==> config.mk <==
export PLATFORM = sky130hd
export DESIGN_NAME = mem_response_merger
export DESIGN_NICKNAME = d
export VERILOG_FILES = /design/src/design/mem_island_cfg_pkg.sv /design/src/design/mem_island_bus_pkg.sv /design/src/design/mem_response_merger.sv
export SDC_FILE = /design/constraint.sdc
export NUM_CORES = 1
export LEC_CHECK = 0
export ABC_AREA = 1
export BUFFER_PORTS_ARGS = -buffer_cell sky130_fd_sc_hd__buf_2
export CORE_ASPECT_RATIO = 1.4
export CORE_MARGIN = 2
export CORE_UTILIZATION = 25
export DETAILED_ROUTE_END_ITERATION = 8
export PLACE_DENSITY = 0.53
export SYNTH_ARGS = -nofsm -noshare
export SYNTH_HDL_FRONTEND = slang
export SYNTH_SLANG_ARGS = --single-unit
==> constraint.sdc <==
create_clock -name vclk -period 2.8
set_clock_uncertainty 0.2 [all_clocks]
set_input_delay 0.42 -clock vclk [all_inputs]
set_output_delay 0.42 -clock vclk [all_outputs]
set_load 0.01 [all_outputs]
==> src/design/mem_island_cfg_pkg.sv <==
// Fixed 1 KiB island with 3 narrow ports and 1 wide port over 4 banks and no runtime config
`default_nettype none

package mem_island_cfg_pkg;

    // --------------------------------------
    // Port and bank counts
    // --------------------------------------
    localparam int unsigned NumNarrowPorts = 3;
    localparam int unsigned NumBanks = 4;
    localparam int unsigned NumWideBanks = 2;
    // Narrow banks behind one wide bank
    localparam int unsigned BanksPerWide = NumBanks / NumWideBanks;
    localparam int unsigned WordsPerBank = 64;

    // Data path widths
    localparam int unsigned NarrowDataWidth = 32;
    localparam int unsigned NarrowStrbWidth = NarrowDataWidth / 8;
    localparam int unsigned WideDataWidth = 64;
    localparam int unsigned WideStrbWidth = WideDataWidth / 8;

    // --------------------------------------
    // Address fields
    // --------------------------------------
    //   9       4   3    2   1    0
    //   [ row   ] [ bank   ] [ byte ]
    //              ^ bit 3 alone picks the wide pair
    localparam int unsigned AddrWidth = 10;
    localparam int unsigned BankSelLsb = 2;
    localparam int unsigned BankSelWidth = 2;
    localparam int unsigned WideSelBit = 3;
    localparam int unsigned RowLsb = 4;
    localparam int unsigned RowWidth = 6;

    // Enough bits to number the narrow ports
    localparam int unsigned PortIdxWidth = 2;

    // Plain vectors with a meaning
    typedef logic [AddrWidth-1:0] addr_t;
    typedef logic [NarrowDataWidth-1:0] narrow_data_t;
    typedef logic [NarrowStrbWidth-1:0] narrow_strb_t;
    typedef logic [WideDataWidth-1:0] wide_data_t;
    typedef logic [WideStrbWidth-1:0] wide_strb_t;
    // In-bank word index
    typedef logic [RowWidth-1:0] row_t;
    typedef logic [PortIdxWidth-1:0] port_idx_t;

endpackage

`default_nettype wire

==> src/design/mem_island_bus_pkg.sv <==
// Request and response structs carry no ready field and the wide port is never stalled
`default_nettype none

package mem_island_bus_pkg;

    import mem_island_cfg_pkg::*;

    // --------------------------------------
    // Requester side
    // --------------------------------------
    // Narrow request, held by the master until q_ready
    typedef struct packed {
        logic         q_valid;
        addr_t        addr;
        logic         write;
        narrow_data_t wdata;
        narrow_strb_t strb;
    } narrow_req_t;

    // One-cycle response, writes too
    typedef struct packed {
        logic         p_valid;
        narrow_data_t rdata;
    } narrow_rsp_t;

    // Wide request, low three address bits ignored
    typedef struct packed {
        logic       q_valid;
        addr_t      addr;
        logic       write;
        wide_data_t wdata;
        wide_strb_t strb;
    } wide_req_t;

    typedef struct packed {
        logic       p_valid;
        wide_data_t rdata;
    } wide_rsp_t;

    // --------------------------------------
    // Bank side
    // --------------------------------------
    // Tag fields travel with the access and come back with the data
    typedef struct packed {
        logic         en;
        logic         we;
        row_t         row;
        narrow_data_t wdata;
        narrow_strb_t strb;
        logic         is_wide;
        port_idx_t    src;
    } bank_req_t;

    typedef struct packed {
        logic         valid;
        logic         is_wide;
        port_idx_t    src;
        narrow_data_t rdata;
    } bank_rsp_t;

endpackage

`default_nettype wire

==> src/design/mem_response_merger.sv <==
// Purely combinational and relies on the router never granting one port two banks at once
`timescale 1ns/100ps
`default_nettype none

module mem_response_merger
    import mem_island_cfg_pkg::*;
    import mem_island_bus_pkg::*;
(
    input  bank_rsp_t [NumBanks-1:0]         bank_rsp_i,
    output narrow_rsp_t [NumNarrowPorts-1:0] narrow_rsp_o,
    output wide_rsp_t                        wide_rsp_o
);

    // --------------------------------------
    // Narrow return path
    // --------------------------------------
    always_comb begin
        for (int p = 0; p < NumNarrowPorts; p++) begin
            narrow_rsp_o[p] = '0;
            // At most one bank carries this port's tag
            for (int b = 0; b < NumBanks; b++) begin
                if (bank_rsp_i[b].valid && !bank_rsp_i[b].is_wide &&
                        bank_rsp_i[b].src == port_idx_t'(p)) begin
                    narrow_rsp_o[p].p_valid = 1'b1;
                    narrow_rsp_o[p].rdata   = bank_rsp_i[b].rdata;
                end
            end
        end
    end

    // --------------------------------------
    // Wide return path
    // --------------------------------------
    always_comb begin
        int unsigned lo;
        int unsigned hi;
        lo = 0;
        hi = 0;
        wide_rsp_o = '0;
        for (int w = 0; w < NumWideBanks; w++) begin
            // Bank pair of this wide bank
            lo = w * BanksPerWide;
            hi = lo + 1;
            // Both halves were issued on the same edge
            if (bank_rsp_i[lo].valid && bank_rsp_i[lo].is_wide &&
                    bank_rsp_i[hi].valid && bank_rsp_i[hi].is_wide) begin
                wide_rsp_o.p_valid = 1'b1;
                // Low bank fills the low half
                wide_rsp_o.rdata   = {bank_rsp_i[hi].rdata, bank_rsp_i[lo].rdata};
            end
        end
    end

endmodule

`default_nettype wire

==> flow_summary.ini <==
[outcome]
status = finished clean

[power_and_ir_drop]
internal_power_mw = 0.3193
power.leakage_nw = 4.496
powerDensity_nw_per_um2 = 127.2
clkPwrFrac = 0
combPwrFrac = 1.000
irDropWorstVdd_v = 0.00004684
switching_share = 0.6403
power_switching_mw = 0.5684
p_seq_frac = 0

[synthesis]
yosys.area.top_type_share = 0.1855
syn_nets = 1317
syn_area_sq_um = 5220
ys_seq_area_frac = 0
synth.avg_cell_area_sq_um = 4.450
synthTopCellsByArea = inv_1 (19%), nand2_1 (18%), nand3_1 (14%)
ys_types = 23
yosysTopAreaCell = inv_1
synth_cells = 1173
yosys_warnings = 0

[sta]
tightestPinTransition_ns = 0.4959
finalMaxSlewViolations = 0
fin_setup_tns_ns = 0
final_hold_viol_count = 0
max_freq_mhz = 417.2
min_period_ns = 2.397
rsz0062_at_grt = false
finalSetupViolCount = 0
max_slew_margin = 0.6682
hold_slack_ns = 0.9833
post-route-period-util = 0.8560

[cells_and_area]
final_cell_mix = buf_2 (308), inv_1 (258), nand2_1 (244)
fin_area_sq_um = 6978
multi_input_area_sq_um = 3796
antennaDiodeCount = 0
n_clock_buffer = 0
numSequentialCells = 0
fin_nets = 1575
final_util = 0.3407
layout_commonest_cell = buf_2
drive_gt1_frac = 0.2589
ff_latch_area_sq_um = 0
final_cells = 1685
area_delta_synth_final_pct = 33.68
fillerInstances = 2452

[setup_path]
endpoint_kind = output pin
crit_type = in -> out
start_kind = input port
cp.required_ns = 2.18
critPathMaxFanout = 18
cp.arrival_ns = 1.78

[place]
place.gp.congestion = 0.9026
hpwl_um = 20310
portBuffers = 308
placedInstanceArea_sq_um = 6978
dp_cells = 1685

[route]
vias = 8406
route.detailed.wl_per_inst_um = 16.04
vias_per_cell = 4.989
drc = 0
drtPass1Iterations = 5
drt_iter0_drc = 467
wl_um = 27030
route.antenna.remaining_nets = 0

[cts]
postCtsHoldBufs = 0
postCtsSetupRepairBufs = 0
cts_resized = 0

[floorplan]
dieArea_sq_um = 22070
core_sq_um = 20480
dieWidth_um = 126.1
ios = 308
dieHeight_um = 175.0
rows = 62
start_util = 0.2549

[global_routing]
grt_pass1_vias = 8148
grt-ovfl-total = 0
antenna_found_initial = 1
grt_pass1_wl_um = 41950
grt_start_max_net_pins = 67
grt_use_total = 0.2285

[flow_run]
cap_violations = 0

[min_path]
min_from = bank_rsp_i[139]
hold_depth = 4
holdPathEnd = narrow_rsp_o[31]
hp-class = in -> out
## layer usage
metal / vias up / track usage / wire length, um
met5: - / 0 / 13
met1: 3743 / 0.2613 / 10460
li1: 4179 / - / -
met3: 68 / 0.02205 / 1783
met2: 414 / 0.4375 / 13860
met4: 2 / 0.07555 / 913
## worst max-delay path by stage
| stage | from | end | cells past startpoint |
|---|---|---|---|
| final | bank_rsp_i[32] | narrow_rsp_o[62] | 8 |
| after global routing | bank_rsp_i[32] | narrow_rsp_o[43] | 8 |
| after CTS | bank_rsp_i[32] | narrow_rsp_o[62] | 8 |
| after detailed placement | bank_rsp_i[32] | narrow_rsp_o[62] | 8 |
| after global placement | bank_rsp_i[32] | narrow_rsp_o[43] | 8 |
| after floorplan | bank_rsp_i[107] | narrow_rsp_o[72] | 8 |
## worst max-delay path, cell delays in order
cell and delay, ns:
buf_2 0.13, inv_2 0.05, nor2_4 0.22, nand2_2 0.36
o21ai_0 0.29, nand3_1 0.10, nand2_1 0.08, buf_2 0.12
## cells by family after synthesis
group,count (synthesis),share of synthesized area
AOI/OAI and AO/OA,271,0.2756
and+or+nand+nor,550,0.4477
buffers and inverters,352,0.2766
## area by class of cell
cell class	instances	area share
Tap cell	256	0.04590
Timing Repair Buffer	343	0.2675
Inverter	265	0.1425
Multi-Input combinational cell	821	0.5440
## through the flow
stage          total power [mW]  setup WS, ns
6_report                 0.8876        0.4031
5_1_grt                  0.9765        0.1940
4_1_cts                  0.8879        0.3908
3_5_place_dp             0.8842        0.3925
3_3_place_gp             0.8832        0.4208
2_1_floorplan            0.4803        0.8790
## power by group through the flow
| stage | combinational, mW | clock [mW] | sequential [mW] |
|---|---|---|---|
| 2_1_floorplan | 0.480 | 0 | 0 |
| 3_3_place_gp | 0.883 | 0 | 0 |
| 4_1_cts | 0.888 | 0 | 0 |
| 3_5_place_dp | 0.884 | 0 | 0 |
| 6_report | 0.888 | 0 | 0 |
| 5_1_grt | 0.977 | 0 | 0 |
## synthesized netlist by cell type, drive strengths merged
cell	number
a21oi	96
and2	1
buf	69
clkbuf	18
inv	265
nand2	252
nand3	151
nand4	2
nor2	143
nor3	1
o21ai	112
o22ai	63
Power figures use the tool's default switching activity.
