<file path="src/design/mem_island_cfg_pkg.sv">
// Fixed 1 KiB island with 3 narrow ports and 1 wide port over 4 banks and no runtime config
`default_nettype none

package mem_island_cfg_pkg;

    // --------------------------------------
    // Port and bank counts
    // --------------------------------------
    localparam int unsigned NumNarrowPorts = 3;
    localparam int unsigned NumBanks = 4;
    localparam int unsigned NumWideBanks = 2;
    // Narrow banks behind one wide bank
    localparam int unsigned BanksPerWide = NumBanks / NumWideBanks;
    localparam int unsigned WordsPerBank = 64;

    // Data path widths
    localparam int unsigned NarrowDataWidth = 32;
    localparam int unsigned NarrowStrbWidth = NarrowDataWidth / 8;
    localparam int unsigned WideDataWidth = 64;
    localparam int unsigned WideStrbWidth = WideDataWidth / 8;

    // --------------------------------------
    // Address fields
    // --------------------------------------
    //   9       4   3    2   1    0
    //   [ row   ] [ bank   ] [ byte ]
    //              ^ bit 3 alone picks the wide pair
    localparam int unsigned AddrWidth = 10;
    localparam int unsigned BankSelLsb = 2;
    localparam int unsigned BankSelWidth = 2;
    localparam int unsigned WideSelBit = 3;
    localparam int unsigned RowLsb = 4;
    localparam int unsigned RowWidth = 6;

    // Enough bits to number the narrow ports
    localparam int unsigned PortIdxWidth = 2;

    // Plain vectors with a meaning
    typedef logic [AddrWidth-1:0] addr_t;
    typedef logic [NarrowDataWidth-1:0] narrow_data_t;
    typedef logic [NarrowStrbWidth-1:0] narrow_strb_t;
    typedef logic [WideDataWidth-1:0] wide_data_t;
    typedef logic [WideStrbWidth-1:0] wide_strb_t;
    // In-bank word index
    typedef logic [RowWidth-1:0] row_t;
    typedef logic [PortIdxWidth-1:0] port_idx_t;

endpackage

`default_nettype wire

</file>
<file path="src/design/mem_island_bus_pkg.sv">
// Request and response structs carry no ready field and the wide port is never stalled
`default_nettype none

package mem_island_bus_pkg;

    import mem_island_cfg_pkg::*;

    // --------------------------------------
    // Requester side
    // --------------------------------------
    // Narrow request, held by the master until q_ready
    typedef struct packed {
        logic         q_valid;
        addr_t        addr;
        logic         write;
        narrow_data_t wdata;
        narrow_strb_t strb;
    } narrow_req_t;

    // One-cycle response, writes too
    typedef struct packed {
        logic         p_valid;
        narrow_data_t rdata;
    } narrow_rsp_t;

    // Wide request, low three address bits ignored
    typedef struct packed {
        logic       q_valid;
        addr_t      addr;
        logic       write;
        wide_data_t wdata;
        wide_strb_t strb;
    } wide_req_t;

    typedef struct packed {
        logic       p_valid;
        wide_data_t rdata;
    } wide_rsp_t;

    // --------------------------------------
    // Bank side
    // --------------------------------------
    // Tag fields travel with the access and come back with the data
    typedef struct packed {
        logic         en;
        logic         we;
        row_t         row;
        narrow_data_t wdata;
        narrow_strb_t strb;
        logic         is_wide;
        port_idx_t    src;
    } bank_req_t;

    typedef struct packed {
        logic         valid;
        logic         is_wide;
        port_idx_t    src;
        narrow_data_t rdata;
    } bank_rsp_t;

endpackage

`default_nettype wire

</file>
<file path="src/design/mem_bank.sv">
// Storage is not cleared by reset and read data after a write is undefined
`timescale 1ns/100ps
`default_nettype none

module mem_bank
    import mem_island_cfg_pkg::*;
    import mem_island_bus_pkg::*;
(
    input  logic      clk_i,
    input  logic      rst_n_i,
    input  bank_req_t bank_req_i,
    output bank_rsp_t bank_rsp_o
);

    // Word storage
    narrow_data_t mem_q [WordsPerBank];

    // Response pipeline stage
    narrow_data_t rdata_q;
    logic         valid_q;
    logic         is_wide_q;
    port_idx_t    src_q;

    // --------------------------------------
    // Byte-strobed write
    // --------------------------------------
    always_ff @(posedge clk_i) begin
        if (bank_req_i.en && bank_req_i.we) begin
            for (int i = 0; i < NarrowStrbWidth; i++) begin
                if (bank_req_i.strb[i]) begin
                    mem_q[bank_req_i.row][8*i +: 8] <= bank_req_i.wdata[8*i +: 8];
                end
            end
        end
    end

    // Registered read and return tags
    always_ff @(posedge clk_i) begin
        if (bank_req_i.en) begin
            if (!bank_req_i.we) begin
                rdata_q <= mem_q[bank_req_i.row];
            end
            is_wide_q <= bank_req_i.is_wide;
            src_q     <= bank_req_i.src;
        end
    end

    // Response valid one cycle after enable
    always_ff @(posedge clk_i) begin
        if (!rst_n_i) begin
            valid_q <= 1'b0;
        end else begin
            valid_q <= bank_req_i.en;
        end
    end

    // --------------------------------------
    // Response out
    // --------------------------------------
    always_comb begin
        bank_rsp_o.valid   = valid_q;
        bank_rsp_o.is_wide = is_wide_q;
        bank_rsp_o.src     = src_q;
        bank_rsp_o.rdata   = rdata_q;
    end

endmodule

`default_nettype wire

</file>
<file path="config.mk">
export PLATFORM = sky130hd
export DESIGN_NAME = mem_bank
export DESIGN_NICKNAME = d
export VERILOG_FILES = /design/src/design/mem_island_cfg_pkg.sv /design/src/design/mem_island_bus_pkg.sv /design/src/design/mem_bank.sv
export SDC_FILE = /design/constraint.sdc
export NUM_CORES = 2
export LEC_CHECK = 0
export BUFFER_PORTS_ARGS = -buffer_cell sky130_fd_sc_hd__buf_2
export CORE_ASPECT_RATIO = 0.6
export CORE_MARGIN = 10
export CORE_UTILIZATION = 35
export DETAILED_ROUTE_END_ITERATION = 10
export HOLD_SLACK_MARGIN = 0.12
export PLACE_DENSITY = 0.56
export SLEW_MARGIN = 20
export SYNTH_ARGS = -nofsm -noshare
export SYNTH_HDL_FRONTEND = slang
export SYNTH_SLANG_ARGS = --single-unit
export TNS_END_PERCENT = 10
</file>
<file path="constraint.sdc">
create_clock -name clk_i -period 2.4 [get_ports clk_i]
set_clock_uncertainty 0.1 [all_clocks]
set_input_delay 0 -clock clk_i [delete_from_list [all_inputs] [get_ports clk_i]]
set_output_delay 0 -clock clk_i [all_outputs]
set_load 0.05 [all_outputs]
</file>
==> run summary <==
Final period util: 1.04
DRC violation count after routing: 0
Detail Placement HPWL: 193000 um
DR vias: 50600
clock latency on the worst-skew pair: 0.85 ns
fraction of registers with async set/reset: 0
Vias/cell: 5.86
Fmax achieved: 0.401 GHz
fin. max-slew vios: 0
WP data arrival: 2.97 ns
internal power: 58.0 mW
Fill cells: 19900
status: finished with violations
Max-Cap Viols: 0
Post-CTS Setup Bufs: 0
number of synthesis warnings: 0
Worst Tran Pin Value: 0.999 ns
Initial DRT Pass Iterations: 6
antenna violations before repair: 21
CTS sink cnt: 2084
number of global-route vias before repair: 47700
largest net degree at the start of global routing: 65
slew margin rel.: 0.334
share of power burned in registers: 0.537
H-tree Lvls: 4
total CTS buffers: 187
CP peak stage delay: 0.54 ns
I/O Pins: 85
failing checks: negative setup slack
Yosys cell types: 55
layout cells sized above 1: 0.257
Clk pin slew, worst setup/hold paths: 0.06 ns
final WL: 278000 um
die height: 390 um
switching share of power: 0.226
clock power share: 0.394
Rows: 135
sequential share of the synthesized area: 0.785
Top FF cell, synth: edfxtp_1
Final #Nets: 5527
count of final hold-check violations: 0
cell count after synthesis: 4559
number of DRC markers in iteration 0: 7892
startpoint types: flop
clk root buf: clkbuf_16
syn_area_per_cell: 17.5 um2
Clock Tree Buf Depth: 4
min Tclk post-route: 2.50 ns
core box area: 226000 um2
P_sw: 16.9 mW
Final GP Congestion: 0.947
WP data required: 2.87 ns
drt wl/cell: 32.2 um
CP endpoint kind: flop
mapped cell area: 79700 um2
Pleak: 32.2 nW
final core occ: 0.433
global-route usage over all layers: 0.216
clock tree from TritonCTS: yes
RSZ-0062 raised after global routing: true
total congestion overflow: 0
slowest library cell on the worst path: or4_1
syn_nets: 4608
Max VDD drop: 0.499 mV
Final Total Pwr: 74.9 mW
die area: 248000 um2
Power Density: 766 nW/um2
Gate power share: 0.070
worst hold path class: primary input to flop
Die X: 636 um
FF+latch count, synth: 2084
setup ws final: -0.0951 ns
Area Growth Syn to Fin: 22.7%
Port Buffers: 84
number of synthesized flops with an enable pin: 2083
critical-path cell list: mux2_2 -> a221o_1 -> a22oi_1 -> buf_4 -> o211ai_1 -> or4_1
Crit Path Max Fanout: 1
WS Path Type: flop to flop
antenna-violating nets left: 0
Initial Utilization: 0.353
first-pass GRT wire length: 384000 um
Setup Viol. Count Final: 1
==> metal layers <==
layer	up-vias	GRT usage	wire length, um
li1	20600	-	-
met1	26200	0.328	121000
met2	3454	0.295	112000
met3	376	0.0737	39000
met4	8	0.0429	6250
met5	-	0.00617	264
==> worst max-delay path, delay by kind of cell, from the launching register on <==
family          cells  cell delay, ns
compound gates      3            0.81
buf+inv             1            0.16
flops               1            0.35
mux                 1            0.28
simple gates        1            0.54
==> layout make-up <==
type                    instances  area [um2]  area share
multi-input cells            2119       15700       0.160
clock buffers                 221        4850      0.0496
diodes                         11        27.5    0.000282
flip-flops and latches       2084       62600       0.640
well taps                    3014        3770      0.0386
inverters                       2        15.0    0.000154
clock inverters               110         916     0.00937
repair buffers               1084        9950       0.102
==> cell usage after synthesis, drive strengths merged (4+ instances only) <==
cell type / count / area [um2]
o21ai: 148 / 741
and2: 5 / 31.3
o22ai: 95 / 594
mux2i: 160 / 1600
a21oi: 70 / 350
nor3: 26 / 135
nor2b: 9 / 56.3
nand2b: 6 / 37.5
or3: 18 / 113
a222oi: 13 / 130
a21o: 14 / 105
a221oi: 423 / 3700
and3: 5 / 31.3
mux4: 101 / 2270
edfxtp: 2083 / 62500
clkbuf: 190 / 713
o221ai: 20 / 175
and3b: 4 / 35.0
nand3: 8 / 40.0
nor2: 463 / 1740
nand2: 151 / 567
nand4: 19 / 119
a31oi: 9 / 56.3
a221o: 15 / 150
mux2: 30 / 338
a22o: 52 / 455
a22oi: 175 / 1310
or4: 15 / 113
o211ai: 41 / 308
buf: 164 / 868
==> power by group through the flow <==
stage / sequential [mW] / clock (mW) / combinational (mW)
6_report: 40.2 / 29.5 / 5.22
4_1_cts: 40.2 / 29.8 / 5.11
5_1_grt: 40.2 / 31.3 / 5.44
2_1_floorplan: 41.1 / 0 / 1.93
3_3_place_gp: 41.0 / 0 / 4.96
3_5_place_dp: 41.0 / 0 / 4.99
==> sequential cells by signal (all words and copies together), names as in the netlist <==
signal and flops:
mem_q 2048, valid_q 1, rdata_q 32, is_wide_q 1, src_q 2
==> what timing repair did <==
item                                    4_1_cts  5_1_grt
gates resized for setup                       3       17
hold buffers                                 65        0
endpoints found under the setup margin        4       13
endpoints found under the hold margin      2997        0
==> final timing paths <==
check	from	to	slack, ns	cells past startpoint
worst max register to register	mem_q[25][3]$_DFFE_PP_	rdata_q[3]$_DFFE_PP_	-0.1	6
worst min register to register	mem_q[63][17]$_DFFE_PP_	rdata_q[17]$_DFFE_PP_	0.59	3
worst min-delay path	bank_req_i[22]	mem_q[25][15]$_DFFE_PP_	0.14	3
worst max-delay path	mem_q[25][3]$_DFFE_PP_	rdata_q[3]$_DFFE_PP_	-0.1	6
==> cell families after synthesis <==
kind of cell           Yosys count  share of synthesized area
flip-flops                    2084                      0.785
AND/OR/NAND/NOR                739                     0.0388
AO/OA/AOI/OAI                 1089                      0.103
multiplexers                   291                     0.0529
buffers and inverters          356                     0.0199
==> stage by stage <==
stage / TNS [ns] / setup slack [ns] / cell area, um2 / cells / hold WS [ns]
finish: -0.0951 / -0.0951 / 97800 / 8645 / 0.136
global route: -0.177 / -0.176 / 97800 / 8635 / 0.139
CTS: -0.0541 / -0.0541 / 97700 / 8634 / 0.121
detailed placement: -99.85 / -0.470 / 91300 / 8238 / 0.0852
global placement: -96.39 / -0.491 / 91300 / 8238 / 0.0771
floorplan: 0 / 0.183 / 79700 / 4559 / -0.00113
==> layout by cell type, fill, tap and decap left out, drive strengths merged, types with 52 or more instances in the layout <==
master / instances
a21oi: 70
a221oi: 423
a22o: 52
a22oi: 175
buf: 1018
clkbuf: 222
clkinv: 85
dlygate4sd3: 64
edfxtp: 2083
mux2i: 160
mux4: 101
nand2: 151
nor2: 463
o21ai: 148
o22ai: 95
No activity file was read; power rests on OpenSTA's default activity.
