<file path="config.mk">
export PLATFORM = sky130hd
export DESIGN_NAME = mem_request_router
export DESIGN_NICKNAME = d
export VERILOG_FILES = /design/src/design/mem_island_cfg_pkg.sv /design/src/design/mem_island_bus_pkg.sv /design/src/design/mem_request_router.sv
export SDC_FILE = /design/constraint.sdc
export NUM_CORES = 1
export LEC_CHECK = 0
export BUFFER_PORTS_ARGS = -buffer_cell sky130_fd_sc_hd__buf_2
export CELL_PAD_IN_SITES_DETAIL_PLACEMENT = 2
export CELL_PAD_IN_SITES_GLOBAL_PLACEMENT = 2
export CORE_AREA = 2 2 176 178
export CTS_CLUSTER_SIZE = 20
export DETAILED_ROUTE_END_ITERATION = 10
export DIE_AREA = 0 0 178 180
export GPL_TIMING_DRIVEN = 0
export PLACE_DENSITY = 0.88
export SLEW_MARGIN = 10
export SYNTH_ARGS = -nofsm -noshare
export SYNTH_HDL_FRONTEND = slang
export SYNTH_SLANG_ARGS = --single-unit
</file>
<file path="constraint.sdc">
create_clock -name clk_i -period 3.6 [get_ports clk_i]
set_input_delay 0 -clock clk_i [delete_from_list [all_inputs] [get_ports clk_i]]
set_output_delay 0 -clock clk_i [all_outputs]
set_load 0.03 [all_outputs]
</file>
<file path="src/design/mem_island_cfg_pkg.sv">
// Fixed 1 KiB island with 3 narrow ports and 1 wide port over 4 banks and no runtime config
`default_nettype none

package mem_island_cfg_pkg;

    // --------------------------------------
    // Port and bank counts
    // --------------------------------------
    localparam int unsigned NumNarrowPorts = 3;
    localparam int unsigned NumBanks = 4;
    localparam int unsigned NumWideBanks = 2;
    // Narrow banks behind one wide bank
    localparam int unsigned BanksPerWide = NumBanks / NumWideBanks;
    localparam int unsigned WordsPerBank = 64;

    // Data path widths
    localparam int unsigned NarrowDataWidth = 32;
    localparam int unsigned NarrowStrbWidth = NarrowDataWidth / 8;
    localparam int unsigned WideDataWidth = 64;
    localparam int unsigned WideStrbWidth = WideDataWidth / 8;

    // --------------------------------------
    // Address fields
    // --------------------------------------
    //   9       4   3    2   1    0
    //   [ row   ] [ bank   ] [ byte ]
    //              ^ bit 3 alone picks the wide pair
    localparam int unsigned AddrWidth = 10;
    localparam int unsigned BankSelLsb = 2;
    localparam int unsigned BankSelWidth = 2;
    localparam int unsigned WideSelBit = 3;
    localparam int unsigned RowLsb = 4;
    localparam int unsigned RowWidth = 6;

    // Enough bits to number the narrow ports
    localparam int unsigned PortIdxWidth = 2;

    // Plain vectors with a meaning
    typedef logic [AddrWidth-1:0] addr_t;
    typedef logic [NarrowDataWidth-1:0] narrow_data_t;
    typedef logic [NarrowStrbWidth-1:0] narrow_strb_t;
    typedef logic [WideDataWidth-1:0] wide_data_t;
    typedef logic [WideStrbWidth-1:0] wide_strb_t;
    // In-bank word index
    typedef logic [RowWidth-1:0] row_t;
    typedef logic [PortIdxWidth-1:0] port_idx_t;

endpackage

`default_nettype wire

</file>
<file path="src/design/mem_island_bus_pkg.sv">
// Request and response structs carry no ready field and the wide port is never stalled
`default_nettype none

package mem_island_bus_pkg;

    import mem_island_cfg_pkg::*;

    // --------------------------------------
    // Requester side
    // --------------------------------------
    // Narrow request, held by the master until q_ready
    typedef struct packed {
        logic         q_valid;
        addr_t        addr;
        logic         write;
        narrow_data_t wdata;
        narrow_strb_t strb;
    } narrow_req_t;

    // One-cycle response, writes too
    typedef struct packed {
        logic         p_valid;
        narrow_data_t rdata;
    } narrow_rsp_t;

    // Wide request, low three address bits ignored
    typedef struct packed {
        logic       q_valid;
        addr_t      addr;
        logic       write;
        wide_data_t wdata;
        wide_strb_t strb;
    } wide_req_t;

    typedef struct packed {
        logic       p_valid;
        wide_data_t rdata;
    } wide_rsp_t;

    // --------------------------------------
    // Bank side
    // --------------------------------------
    // Tag fields travel with the access and come back with the data
    typedef struct packed {
        logic         en;
        logic         we;
        row_t         row;
        narrow_data_t wdata;
        narrow_strb_t strb;
        logic         is_wide;
        port_idx_t    src;
    } bank_req_t;

    typedef struct packed {
        logic         valid;
        logic         is_wide;
        port_idx_t    src;
        narrow_data_t rdata;
    } bank_rsp_t;

endpackage

`default_nettype wire

</file>
<file path="src/design/mem_request_router.sv">
// Wide port always wins its bank pair and can starve narrow ports since there is no fairness
`timescale 1ns/100ps
`default_nettype none

module mem_request_router
    import mem_island_cfg_pkg::*;
    import mem_island_bus_pkg::*;
(
    input  logic                             clk_i,
    input  logic                             rst_n_i,
    input  narrow_req_t [NumNarrowPorts-1:0] narrow_req_i,
    input  wide_req_t                        wide_req_i,
    output logic [NumNarrowPorts-1:0]        narrow_ready_o,
    output bank_req_t [NumBanks-1:0]         bank_req_o
);

    // Port index wrap for the round-robin search
    function automatic port_idx_t wrap_port(int unsigned idx);
        return port_idx_t'(idx % NumNarrowPorts);
    endfunction

    // Decoded fields per narrow port
    logic [BankSelWidth-1:0] narrow_bank [NumNarrowPorts];
    row_t                    narrow_row  [NumNarrowPorts];

    // Decoded wide fields
    row_t                    wide_row;
    logic                    wide_sel;
    logic [NumBanks-1:0]     wide_hit;

    // Round-robin state, one pointer per bank
    port_idx_t               rr_ptr_q [NumBanks];

    // Per-bank narrow grant
    logic [NumBanks-1:0]     narrow_gnt;
    port_idx_t               gnt_port [NumBanks];

    // --------------------------------------
    // Address decode
    // --------------------------------------
    always_comb begin
        for (int p = 0; p < NumNarrowPorts; p++) begin
            narrow_bank[p] = narrow_req_i[p].addr[BankSelLsb +: BankSelWidth];
            narrow_row[p]  = narrow_req_i[p].addr[RowLsb +: RowWidth];
        end
        wide_row = wide_req_i.addr[RowLsb +: RowWidth];
        wide_sel = wide_req_i.addr[WideSelBit];
        // Both banks of the selected pair are taken by the wide access
        for (int b = 0; b < NumBanks; b++) begin
            wide_hit[b] = wide_req_i.q_valid && (wide_sel == 1'(b / BanksPerWide));
        end
    end

    // --------------------------------------
    // Round-robin arbitration
    // --------------------------------------
    always_comb begin
        port_idx_t cand;
        cand = '0;
        for (int b = 0; b < NumBanks; b++) begin
            narrow_gnt[b] = 1'b0;
            gnt_port[b]   = '0;
            // Search upward from the pointer
            for (int k = 0; k < NumNarrowPorts; k++) begin
                cand = wrap_port(int'(rr_ptr_q[b]) + k);
                if (!wide_hit[b] && !narrow_gnt[b] &&
                        narrow_req_i[cand].q_valid &&
                        narrow_bank[cand] == BankSelWidth'(b)) begin
                    narrow_gnt[b] = 1'b1;
                    gnt_port[b]   = cand;
                end
            end
        end
    end

    // A port aims at one bank only, so at most one grant per port
    always_comb begin
        narrow_ready_o = '0;
        for (int b = 0; b < NumBanks; b++) begin
            if (narrow_gnt[b]) begin
                narrow_ready_o[gnt_port[b]] = 1'b1;
            end
        end
    end

    // --------------------------------------
    // Bank request drive
    // --------------------------------------
    always_comb begin
        int unsigned half;
        half = 0;
        for (int b = 0; b < NumBanks; b++) begin
            // Lane of this bank inside a wide word
            half = b % BanksPerWide;
            bank_req_o[b] = '0;
            if (wide_hit[b]) begin
                bank_req_o[b].en      = 1'b1;
                bank_req_o[b].we      = wide_req_i.write;
                bank_req_o[b].row     = wide_row;
                bank_req_o[b].wdata   = wide_req_i.wdata[half*NarrowDataWidth +: NarrowDataWidth];
                bank_req_o[b].strb    = wide_req_i.strb[half*NarrowStrbWidth +: NarrowStrbWidth];
                bank_req_o[b].is_wide = 1'b1;
                bank_req_o[b].src     = '0;
            end else if (narrow_gnt[b]) begin
                bank_req_o[b].en      = 1'b1;
                bank_req_o[b].we      = narrow_req_i[gnt_port[b]].write;
                bank_req_o[b].row     = narrow_row[gnt_port[b]];
                bank_req_o[b].wdata   = narrow_req_i[gnt_port[b]].wdata;
                bank_req_o[b].strb    = narrow_req_i[gnt_port[b]].strb;
                bank_req_o[b].is_wide = 1'b0;
                // Return route for the merger
                bank_req_o[b].src     = gnt_port[b];
            end
        end
    end

    // Pointer moves past the winner, wide grants leave it alone
    always_ff @(posedge clk_i) begin
        if (!rst_n_i) begin
            for (int b = 0; b < NumBanks; b++) begin
                rr_ptr_q[b] <= '0;
            end
        end else begin
            for (int b = 0; b < NumBanks; b++) begin
                if (narrow_gnt[b]) begin
                    rr_ptr_q[b] <= wrap_port(int'(gnt_port[b]) + 1);
                end
            end
        end
    end

endmodule

`default_nettype wire

</file>
==> results_dict.tcl, run 1 <==
set metrics [dict create \
    p_sw_w 0.00247 \
    insertion_delay_ns 0.23 \
    synth_top_area_share_pct 21.8 \
    p_seq_share_pct 3.8 \
    synth.area.top_cells "mux2i_1 (22%), a22oi_1 (16%), o21ai_0 (10%)" \
    top_regs "rr_ptr_q: 8 flops" \
    comb_power_share_pct 91.1 \
    largest_reg_flops 8 \
    timing.final.max_slew_violations 0 \
    ir_drop_mv 0.144 \
    regArea_um2 240 \
    whs_ns 0.257 \
    io_buffers 409 \
    max-cap-violations 0 \
    syn-instance-count 886 \
    hold_path_depth 2 \
    worstHoldStart "rst_n_i" \
    grt_pass1_wl_um 65500 \
    drt-initial-drc-count 529 \
    coreArea_um2 30200 \
    dr_wl_met3_um 2940 \
    synth_area_per_cell_um2 6.69 \
    rr_endpoint "rr_ptr_q[2][0]" \
    die_width_um 178 \
    cts.sinks 8 \
    die_h_um 180 \
    htreeDepth 1 \
    layout-drive-gt1-share_pct 37.3 \
    p_clk_share_pct 5.1 \
    min_path_type "in -> reg" \
    syn2layout_area_growth_pct 46.5 \
    antenna_found_initial 3 \
    drt-met1-wl_um 18200 \
    cts_hold_buffers 0 \
    wl_um 44400 \
    synth_edf_count 8 \
    fin_skew_ns 0.000100 \
    clk_pin_slew_ns 0.04 \
    numCtsBuffers 3 \
    synth_fp_nets 1132 \
    wl_met2_um 21700 \
    synth_area_um2 5930 \
    switching_share_pct 66.7 \
    largest_register "rr_ptr_q" \
    cts_tree "built" \
    root_buffer "clkbuf_16" \
    vias 9680 \
    crit_fanout 10 \
    seq_area_frac_synth_pct 4.05 \
    ys.flop_type "edfxtp_1" \
    yosysTopAreaCell "mux2i_1" \
    drtPass1Iterations 5 \
    final_common_cell "buf_2" \
    cts_buffer_depth 2 \
    tightestPinTransition_ns 0.856 \
    tns_ns 0 \
    ys.warnings.count 0 \
    min_period_over_period_pct 97.1 \
    num-fill-cells 3718 \
    layout_common_cells "buf_2 (431), mux2i_1 (128), a22oi_1 (125), o21ai_0 (121), nand2_1 (68)" \
    finalWeightedCongestion 0.929 \
    dp_hpwl_um 34500 \
    finalHoldViolCount 0 \
    status "complete, no violations" \
    p_leak_nw 4.09 \
    grt_max_degree 12 \
    top_layer_used "met5" \
    place_area_um2 8470 \
    r2r_start "rr_ptr_q[2][0]" \
    crit_path_end_kind "output port" \
    slew_headroom_pct 42.9 \
    worstPathArrival_ns 3.50 \
    start_kind "flop" \
    grt_overflow 0 \
    worstSetupPathType "reg -> out" \
    synth.distinct_cells 53 \
    p_per_area_nw_per_um2 426 \
    ff2ff_path_depth 10 \
    postLayoutCellArea_um2 8680 \
    initial_utilization_pct 19.6 \
    rows 64 \
    required_ns 3.60 \
    synthArstFlopShare_pct 0 \
    nets 1547 \
    setup_viol 0 \
    first_global_vias 10377 \
    fmax_mhz 286 \
    io_pins 421 \
    drc_errors 0 \
    r2r_setup_slack_ns 0.47 \
    holdPathEnd "rr_ptr_q[3][1]" \
    die-area_um2 32000 \
    grt_util_all_layers_pct 26.3 \
    p_int_w 0.00123 \
    multi_input_area_um2 5260 \
    fin_crit_ns 3.50 \
    antenna_left 0 \
    route.detailed.wl_per_inst_um 26.2 \
    ys_seq_elements 8 \
    routed_via_density 5.70 \
]
-- cells in the mapped netlist (all sizes together), types with 2 or more instances --
library cell  count
nor4              3
nand2b            5
nand3b            3
nor2             53
a21oi            16
inv              27
nor3b             3
buf              35
mux2i           129
or4bb             3
clkbuf           57
o211ai            9
or3               3
nand4             2
o31ai            45
o21bai           42
a211oi            5
and3              8
nand4b            5
a21boi            2
ha               16
or3b              2
nor3             47
nand4bb           2
o311ai            2
or4b              2
nand3             6
nand2            70
o21ai           136
a22oi           125
o21a              2
edfxtp            8
-- how the worst max path moves through the flow --
stage	cells past startpoint	slack, ns	to	start
6_report	11	0.10	bank_req_o[64]	rr_ptr_q[1][1]
5_1_grt	11	-0.07	bank_req_o[64]	rr_ptr_q[1][1]
4_1_cts	10	0.004	bank_req_o[53]	rr_ptr_q[1][1]
3_5_place_dp	13	-0.25	bank_req_o[170]	rr_ptr_q[3][0]
3_3_place_gp	12	-0.28	bank_req_o[74]	rr_ptr_q[1][0]
2_1_floorplan	9	0.53	bank_req_o[92]	rr_ptr_q[1][0]
-- cells by family after synthesis --
group                    share of synthesized area, %
buffers and inverters                            8.62
multiplexers                                     22.0
AND/OR/NAND/NOR                                  17.8
adder cells (fa/ha/maj)                          3.55
flip-flops                                       4.05
AO/OA/AOI/OAI                                    43.9
-- power by group through the flow --
stage,logic [W],clock network [W],registers (W)
5_1_grt,0.00356,0.000194,0.000144
3_3_place_gp,0.00321,0,0.000140
2_1_floorplan,0.00204,0,0.000138
6_report,0.00337,0.000189,0.000142
3_5_place_dp,0.00328,0,0.000143
4_1_cts,0.00331,0.000190,0.000142
-- metal layers --
metal	track usage [%]	vias up
met3	3.49	102
met5	0	-
met1	33.6	4849
met4	8.95	2
li1	-	4247
met2	45.1	480
-- area by class of cell --
cell class	instances	area share, %
well taps	396	5.71
clock buffers	3	0.865
diodes	2	0.0577
multi-input cells	759	60.5
inverters	27	1.21
plain buffers	90	5.00
flip-flops and latches	8	2.77
repair buffers	412	23.8
-- through the flow --
step           total power (W)  worst slack, ns  utilization [%]  instances
2_1_floorplan          0.00218            0.531                -        886
3_3_place_gp           0.00335           -0.277             28.1       1691
3_5_place_dp           0.00342           -0.253             28.1       1691
4_1_cts                0.00364          0.00446             28.4       1692
5_1_grt                0.00390          -0.0686             28.7       1696
6_report               0.00370            0.105             28.8       1697
-- what timing repair did --
item | 4_1_cts | 5_1_grt
setup buffers | 0 | 3
gates resized for setup | 18 | 36
endpoints found under the setup margin | 141 | 129
-- worst max-delay path: stages (launching register included) --
cell and delay (ns):
edfxtp_1 0.39, inv_1 0.11, ha_1 0.27, nand4bb_1 0.16, a21oi_1 0.09, o21ai_0 0.44, mux2i_4 0.33, buf_4 0.21
clkbuf_1 0.46, nor2_1 0.08, o31ai_1 0.43, buf_2 0.29
(Power assumes the default switching activity.)
==> run 2: changes to the inputs <==
--- a/config.mk
+++ b/config.mk
@@ -5,13 +5,14 @@
 export SDC_FILE = /design/constraint.sdc
 export NUM_CORES = 1
 export LEC_CHECK = 0
+export ABC_AREA = 1
 export BUFFER_PORTS_ARGS = -buffer_cell sky130_fd_sc_hd__buf_2
 export CELL_PAD_IN_SITES_DETAIL_PLACEMENT = 2
 export CELL_PAD_IN_SITES_GLOBAL_PLACEMENT = 2
-export CORE_AREA = 2 2 176 178
+export CORE_AREA = 2 2 199 201
 export CTS_CLUSTER_SIZE = 20
 export DETAILED_ROUTE_END_ITERATION = 10
-export DIE_AREA = 0 0 178 180
+export DIE_AREA = 0 0 201 203
 export GPL_TIMING_DRIVEN = 0
 export PLACE_DENSITY = 0.88
 export SLEW_MARGIN = 10
==> run 2 against run 1 <==
Compared with the run above:
- routed wire length rose by 31%
- flip-flop and latch count did not move
- non-clock buffer count rose by 22
- cell count rose by 48%
- largest cell class unchanged
- first-iteration DRC count rose by 22%
- synthesized area rose by 23%
- die area rose by 27%
- clock-buffer cell count did not move
- setup slack improved by 0.11 ns
- via count rose by 33%
- worst hold slack got worse by 0.096 ns
==> results_dict.tcl, run 2 <==
set metrics [dict create \
    status "complete, no violations" \
    clk_pin_slew_ns 0.04 \
    fin_crit_ns 3.38 \
    hold_path_depth 2 \
    crit_slowest_cell "edfxtp_1" \
    ff2ff_path_depth 11 \
    finalHoldViolCount 0 \
    ys.warnings.count 0 \
    timing.final.max_slew_violations 0 \
    num-fill-cells 5154 \
    slew_headroom_pct 38.3 \
    synthArstFlopShare_pct 0 \
    cts.sinks 8 \
    antenna_left 0 \
    rows 72 \
    yosysTopAreaCell "nand2_1" \
    numCtsBuffers 3 \
    coreArea_um2 38500 \
    fin_skew_ns 0.000581 \
    grt_pass1_wl_um 85600 \
    critPathBufInv 5 \
    synth_edf_count 8 \
    required_ns 3.60 \
    finalWeightedCongestion 0.876 \
    routed_via_density 5.14 \
    route.detailed.wl_per_inst_um 23.1 \
    top_regs "rr_ptr_q: 8 flops" \
    die_width_um 201 \
    detailedPlace.worstSlack_ns 0.444 \
    multi_input_area_um2 5830 \
    drtPass1Iterations 5 \
    cts_buffer_depth 2 \
    synth_fp_nets 1812 \
    synth.distinct_cells 30 \
    yosys-top-cells-count "nand2_1 (608), nand3_1 (300), a21oi_1 (174)" \
    syn2layout_area_growth_pct 38.7 \
    max_stage_delay_ns 0.39 \
    tns_ns 0 \
    worstSetupPathType "reg -> out" \
    min_period_over_period_pct 94.0 \
    root_buffer "clkbuf_16" \
    drt-initial-drc-count 646 \
    crit_path_frequent_cell "inv_1" \
    path_delay_family "buffers and inverters" \
    layout-drive-gt1-share_pct 26.2 \
    crit_chain "ha_1, inv_1, o31ai_2, nand2_1, nand4_1, inv_1, nor2_4, clkbuf_4, ha_1, inv_1, o2111ai_1, buf_2" \
    ys_seq_elements 8 \
    regArea_um2 240 \
    vias 12913 \
    nets 2228 \
    drc_errors 0 \
    cts_tree "built" \
    antenna_found_initial 15 \
    wl_um 58100 \
    htreeDepth 1 \
    io_pins 421 \
    insertion_delay_ns 0.24 \
    min_path_type "in -> reg" \
    synth_area_per_cell_um2 4.66 \
    crit_cells 12 \
    first_global_vias 13996 \
    ys.flop_type "edfxtp_1" \
    max-cap-violations 0 \
    fmax_mhz 296 \
    dp_hpwl_um 46100 \
    synth_top_area_share_pct 31.3 \
    worstPathArrival_ns 3.38 \
    synth_area_um2 7290 \
    largest_reg_flops 8 \
    syn-instance-count 1566 \
    largest_register "rr_ptr_q" \
    setup_viol 0 \
    initial_utilization_pct 19.0 \
    grt_max_degree 12 \
    final_core_util_pct 26.3 \
    io_buffers 411 \
    tightestPinTransition_ns 0.925 \
    grt_util_all_layers_pct 27.3 \
    die_h_um 203 \
    crit_fanout 11 \
    final.setup.worst_slack_ns 0.216 \
    yosysMostFrequentCell "nand2_1" \
    start_kind "flop" \
    crit_path_end_kind "output port" \
    die-area_um2 40800 \
    final_common_cell "nand2_1" \
    layout_common_cells "nand2_1 (608), buf_2 (456), nand3_1 (299), a21oi_1 (174), inv_1 (167)" \
    synth.area.top_cells "nand2_1 (31%), nand3_1 (21%), a21oi_1 (12%)" \
    grt_overflow 0 \
    seq_area_frac_synth_pct 3.29 \
    rsz0062_at_grt "true" \
]
run 2: per-layer routing:
metal  global-route usage, %  vias to the layer above  share of wire (%)
li1                        -                     5923                  -
met5                       0                        -              0.055
met3                    3.05                      121                5.2
met1                    33.6                     6364                 42
met2                    48.1                      501                 49
met4                    11.6                        4                4.0
run 2: stage by stage:
stage               area, um^2  hold WS [ns]  std cells
finish                   10100         0.162       2511
floorplan                 7290         0.200       1566
global placement         10000         0.367       2495
detailed placement       10000         0.371       2495
CTS                      10100         0.155       2498
global route             10100         0.191       2509
run 2: worst paths after layout:
path / to / start / slack [ns]
max: narrow_ready_o[1] / rr_ptr_q[3][1] / 0.22
min: rr_ptr_q[3][0] / rst_n_i / 0.16
max reg2reg: rr_ptr_q[0][1] / rr_ptr_q[0][0] / 0.44
min reg2reg: rr_ptr_q[0][1] / rr_ptr_q[0][0] / 1.28
run 2: cells by family (layout without fill, tap and decap cells):
group | count (synthesis) | count (layout) | share of synthesized area [%]
adders and majority gates | 16 | 16 | 2.74
AOI/OAI and AO/OA | 289 | 289 | 20.3
DFF | 8 | 8 | 3.29
buffers and inverters | 288 | 702 | 16.9
and+or+nand+nor | 965 | 965 | 56.8
other | 0 | 13 | 0
run 2: area by class of cell:
cell class,count,share of cell area [%]
antenna,13,0.322
buffer,113,5.73
clock buffer,3,0.742
inverter,175,6.49
multi-input combinational,1270,57.6
sequential,8,2.38
tap,518,6.41
timing repair buffer,411,20.3
run 2: what timing repair did:
item,4_1_cts,5_1_grt
hold buffers,0,0
gates resized for setup,0,5
setup buffers,0,0
endpoints found under the setup margin,0,3
Power of run 2 is left out: the tool's default activity adds up to more than one toggle a clock period on the data nets, which glitch-free logic cannot reach.
==> run 3: changes to the inputs <==
--- a/config.mk
+++ b/config.mk
@@ -5,16 +5,15 @@
 export SDC_FILE = /design/constraint.sdc
 export NUM_CORES = 1
 export LEC_CHECK = 0
-export ABC_AREA = 1
 export BUFFER_PORTS_ARGS = -buffer_cell sky130_fd_sc_hd__buf_2
 export CELL_PAD_IN_SITES_DETAIL_PLACEMENT = 2
 export CELL_PAD_IN_SITES_GLOBAL_PLACEMENT = 2
-export CORE_AREA = 2 2 199 201
+export CORE_AREA = 2 2 168 170
 export CTS_CLUSTER_SIZE = 20
 export DETAILED_ROUTE_END_ITERATION = 10
-export DIE_AREA = 0 0 201 203
+export DIE_AREA = 0 0 170 172
 export GPL_TIMING_DRIVEN = 0
-export PLACE_DENSITY = 0.88
+export PLACE_DENSITY = 0.95
 export SLEW_MARGIN = 10
 export SYNTH_ARGS = -nofsm -noshare
 export SYNTH_HDL_FRONTEND = slang
==> constraint.sdc (replaced) <==
create_clock -name clk_i -period 4.2 [get_ports clk_i]
set_input_delay 0 -clock clk_i [delete_from_list [all_inputs] [get_ports clk_i]]
set_output_delay 0 -clock clk_i [all_outputs]
set_load 0.03 [all_outputs]
==> run 3 against run 2 <==
Compared with the run above:
- core utilization up 4.7 points
- non-clock buffer count fell by 24
- largest cell class unchanged
- highest routed layer unchanged
- sequential share of layout area is 0.45 points higher
- clock-buffer cell count unchanged
- critical path depth shrank 2
- first-iteration DRC count is 15% lower
- cell count fell by 34%
- clock skew about the same
- critical path type unchanged
==> results_dict.tcl, run 3 (synthesis gave the netlist of run 1 again) <==
set metrics [dict create \
    worstPathArrival_ns 4.09 \
    numCtsBuffers 3 \
    num-fill-cells 3435 \
    min_path_type "in -> reg" \
    cts_resized 0 \
    fin_skew_ns 0.000279 \
    timing.final.max_slew_violations 0 \
    coreArea_um2 27500 \
    cts_buffer_depth 2 \
    clk_pin_slew_ns 0.04 \
    worstSetupPathType "reg -> out" \
    top_regs "rr_ptr_q: 8 flops" \
    die_width_um 170 \
    max-cap-violations 0 \
    grt_max_degree 12 \
    die-area_um2 29200 \
    finalHoldViolCount 0 \
    crit_path_end_kind "output port" \
    setup_viol 0 \
    grt_overflow 0 \
    fmax_mhz 244 \
    p_leak_nw 4.03 \
    drc_errors 0 \
    cts.sinks 8 \
    cts_hold_buffers 0 \
    syn2layout_area_growth_pct 43.5 \
    power_w 0.00315 \
    rows 61 \
    layout-drive-gt1-share_pct 35.0 \
    tightestPinTransition_ns 0.959 \
    htreeDepth 1 \
    start_kind "flop" \
    largest_register "rr_ptr_q" \
    ir_drop_mv 0.148 \
    initial_utilization_pct 21.6 \
    drt-initial-drc-count 547 \
    drtPass1Iterations 5 \
    layout_common_cells "buf_2 (433), mux2i_1 (128), a22oi_1 (125), o21ai_0 (124), nand2_1 (70)" \
    min_period_over_period_pct 97.4 \
    tns_ns 0 \
    antenna_found_initial 4 \
    grt_util_all_layers_pct 28.7 \
    slew_headroom_pct 36.1 \
    status "complete, no violations" \
    final_core_util_pct 31.0 \
    fin_crit_ns 4.09 \
    rsz0062_at_grt "false" \
    whs_ns 0.288 \
    antenna_left 0 \
    route.detailed.wl_per_inst_um 27.1 \
    grt_pass1_wl_um 64300 \
    root_buffer "clkbuf_16" \
    largest_reg_flops 8 \
    vias 9781 \
    io_buffers 409 \
    io_pins 421 \
    insertion_delay_ns 0.24 \
    final_common_cell "buf_2" \
    dp_hpwl_um 35300 \
    cts_tree "built" \
    required_ns 4.20 \
    wl_um 44700 \
    nets 1545 \
    die_h_um 172 \
    finalWeightedCongestion 0.937 \
    p_per_area_nw_per_um2 370 \
    first_global_vias 10475 \
    routed_via_density 5.94 \
    post_cts_buffers 0 \
    crit_fanout 10 \
]
## run 3: final timing paths
check,cells past startpoint,end,from,slack (ns)
worst min-delay path,2,rr_ptr_q[3][0],rst_n_i,0.29
worst max-delay path,10,bank_req_o[74],rr_ptr_q[1][0],0.11
worst max register to register,7,rr_ptr_q[0][0],rr_ptr_q[0][0],0.58
worst min register to register,3,rr_ptr_q[0][0],rr_ptr_q[0][1],1.25
## run 3: metal layers
metal	share of wire, %	up-vias	wire length [um]	global-route usage [%]
met5	0.029	-	13	0
li1	-	4242	-	-
met2	49	507	21700	50.6
met3	6.4	129	2840	4.30
met4	4.6	2	2060	12.9
met1	40	4901	18000	34.6
## run 3: where the power goes
group          total [W]  switching [W]  internal (W)
clock network   0.000168      0.0000441      0.000123
registers       0.000122      0.0000119      0.000110
logic            0.00286        0.00207      0.000792
## run 3: area by class of cell
class / instances / area (um^2) / area share (%)
flip-flops and latches: 8 / 240 / 2.82
multi-input cells: 759 / 5180 / 60.9
plain buffers: 90 / 402 / 4.72
clock buffers: 3 / 75.1 / 0.883
repair buffers: 410 / 2060 / 24.2
inverters: 27 / 101 / 1.19
well taps: 346 / 433 / 5.09
diodes: 5 / 12.5 / 0.147
## run 3: stage by stage
stage	std cells	worst slack [ns]	instance area [um^2]
finish	1648	0.109	8510
global route	1644	0.0271	8500
CTS	1645	0.0920	8500
detailed placement	1642	0.347	8420
global placement	1641	0.253	8410
floorplan	886	1.13	5930
## run 3: worst max-delay path, stage by stage (launching register included)
cell and delay [ns]:
edfxtp_1 0.39, inv_1 0.06, ha_1 0.40, nor3b_1 0.19
a211oi_1 0.28, or3_1 0.16, clkbuf_1 0.71, clkbuf_1 0.63
o21bai_1 0.15, o31ai_1 0.55, buf_2 0.31
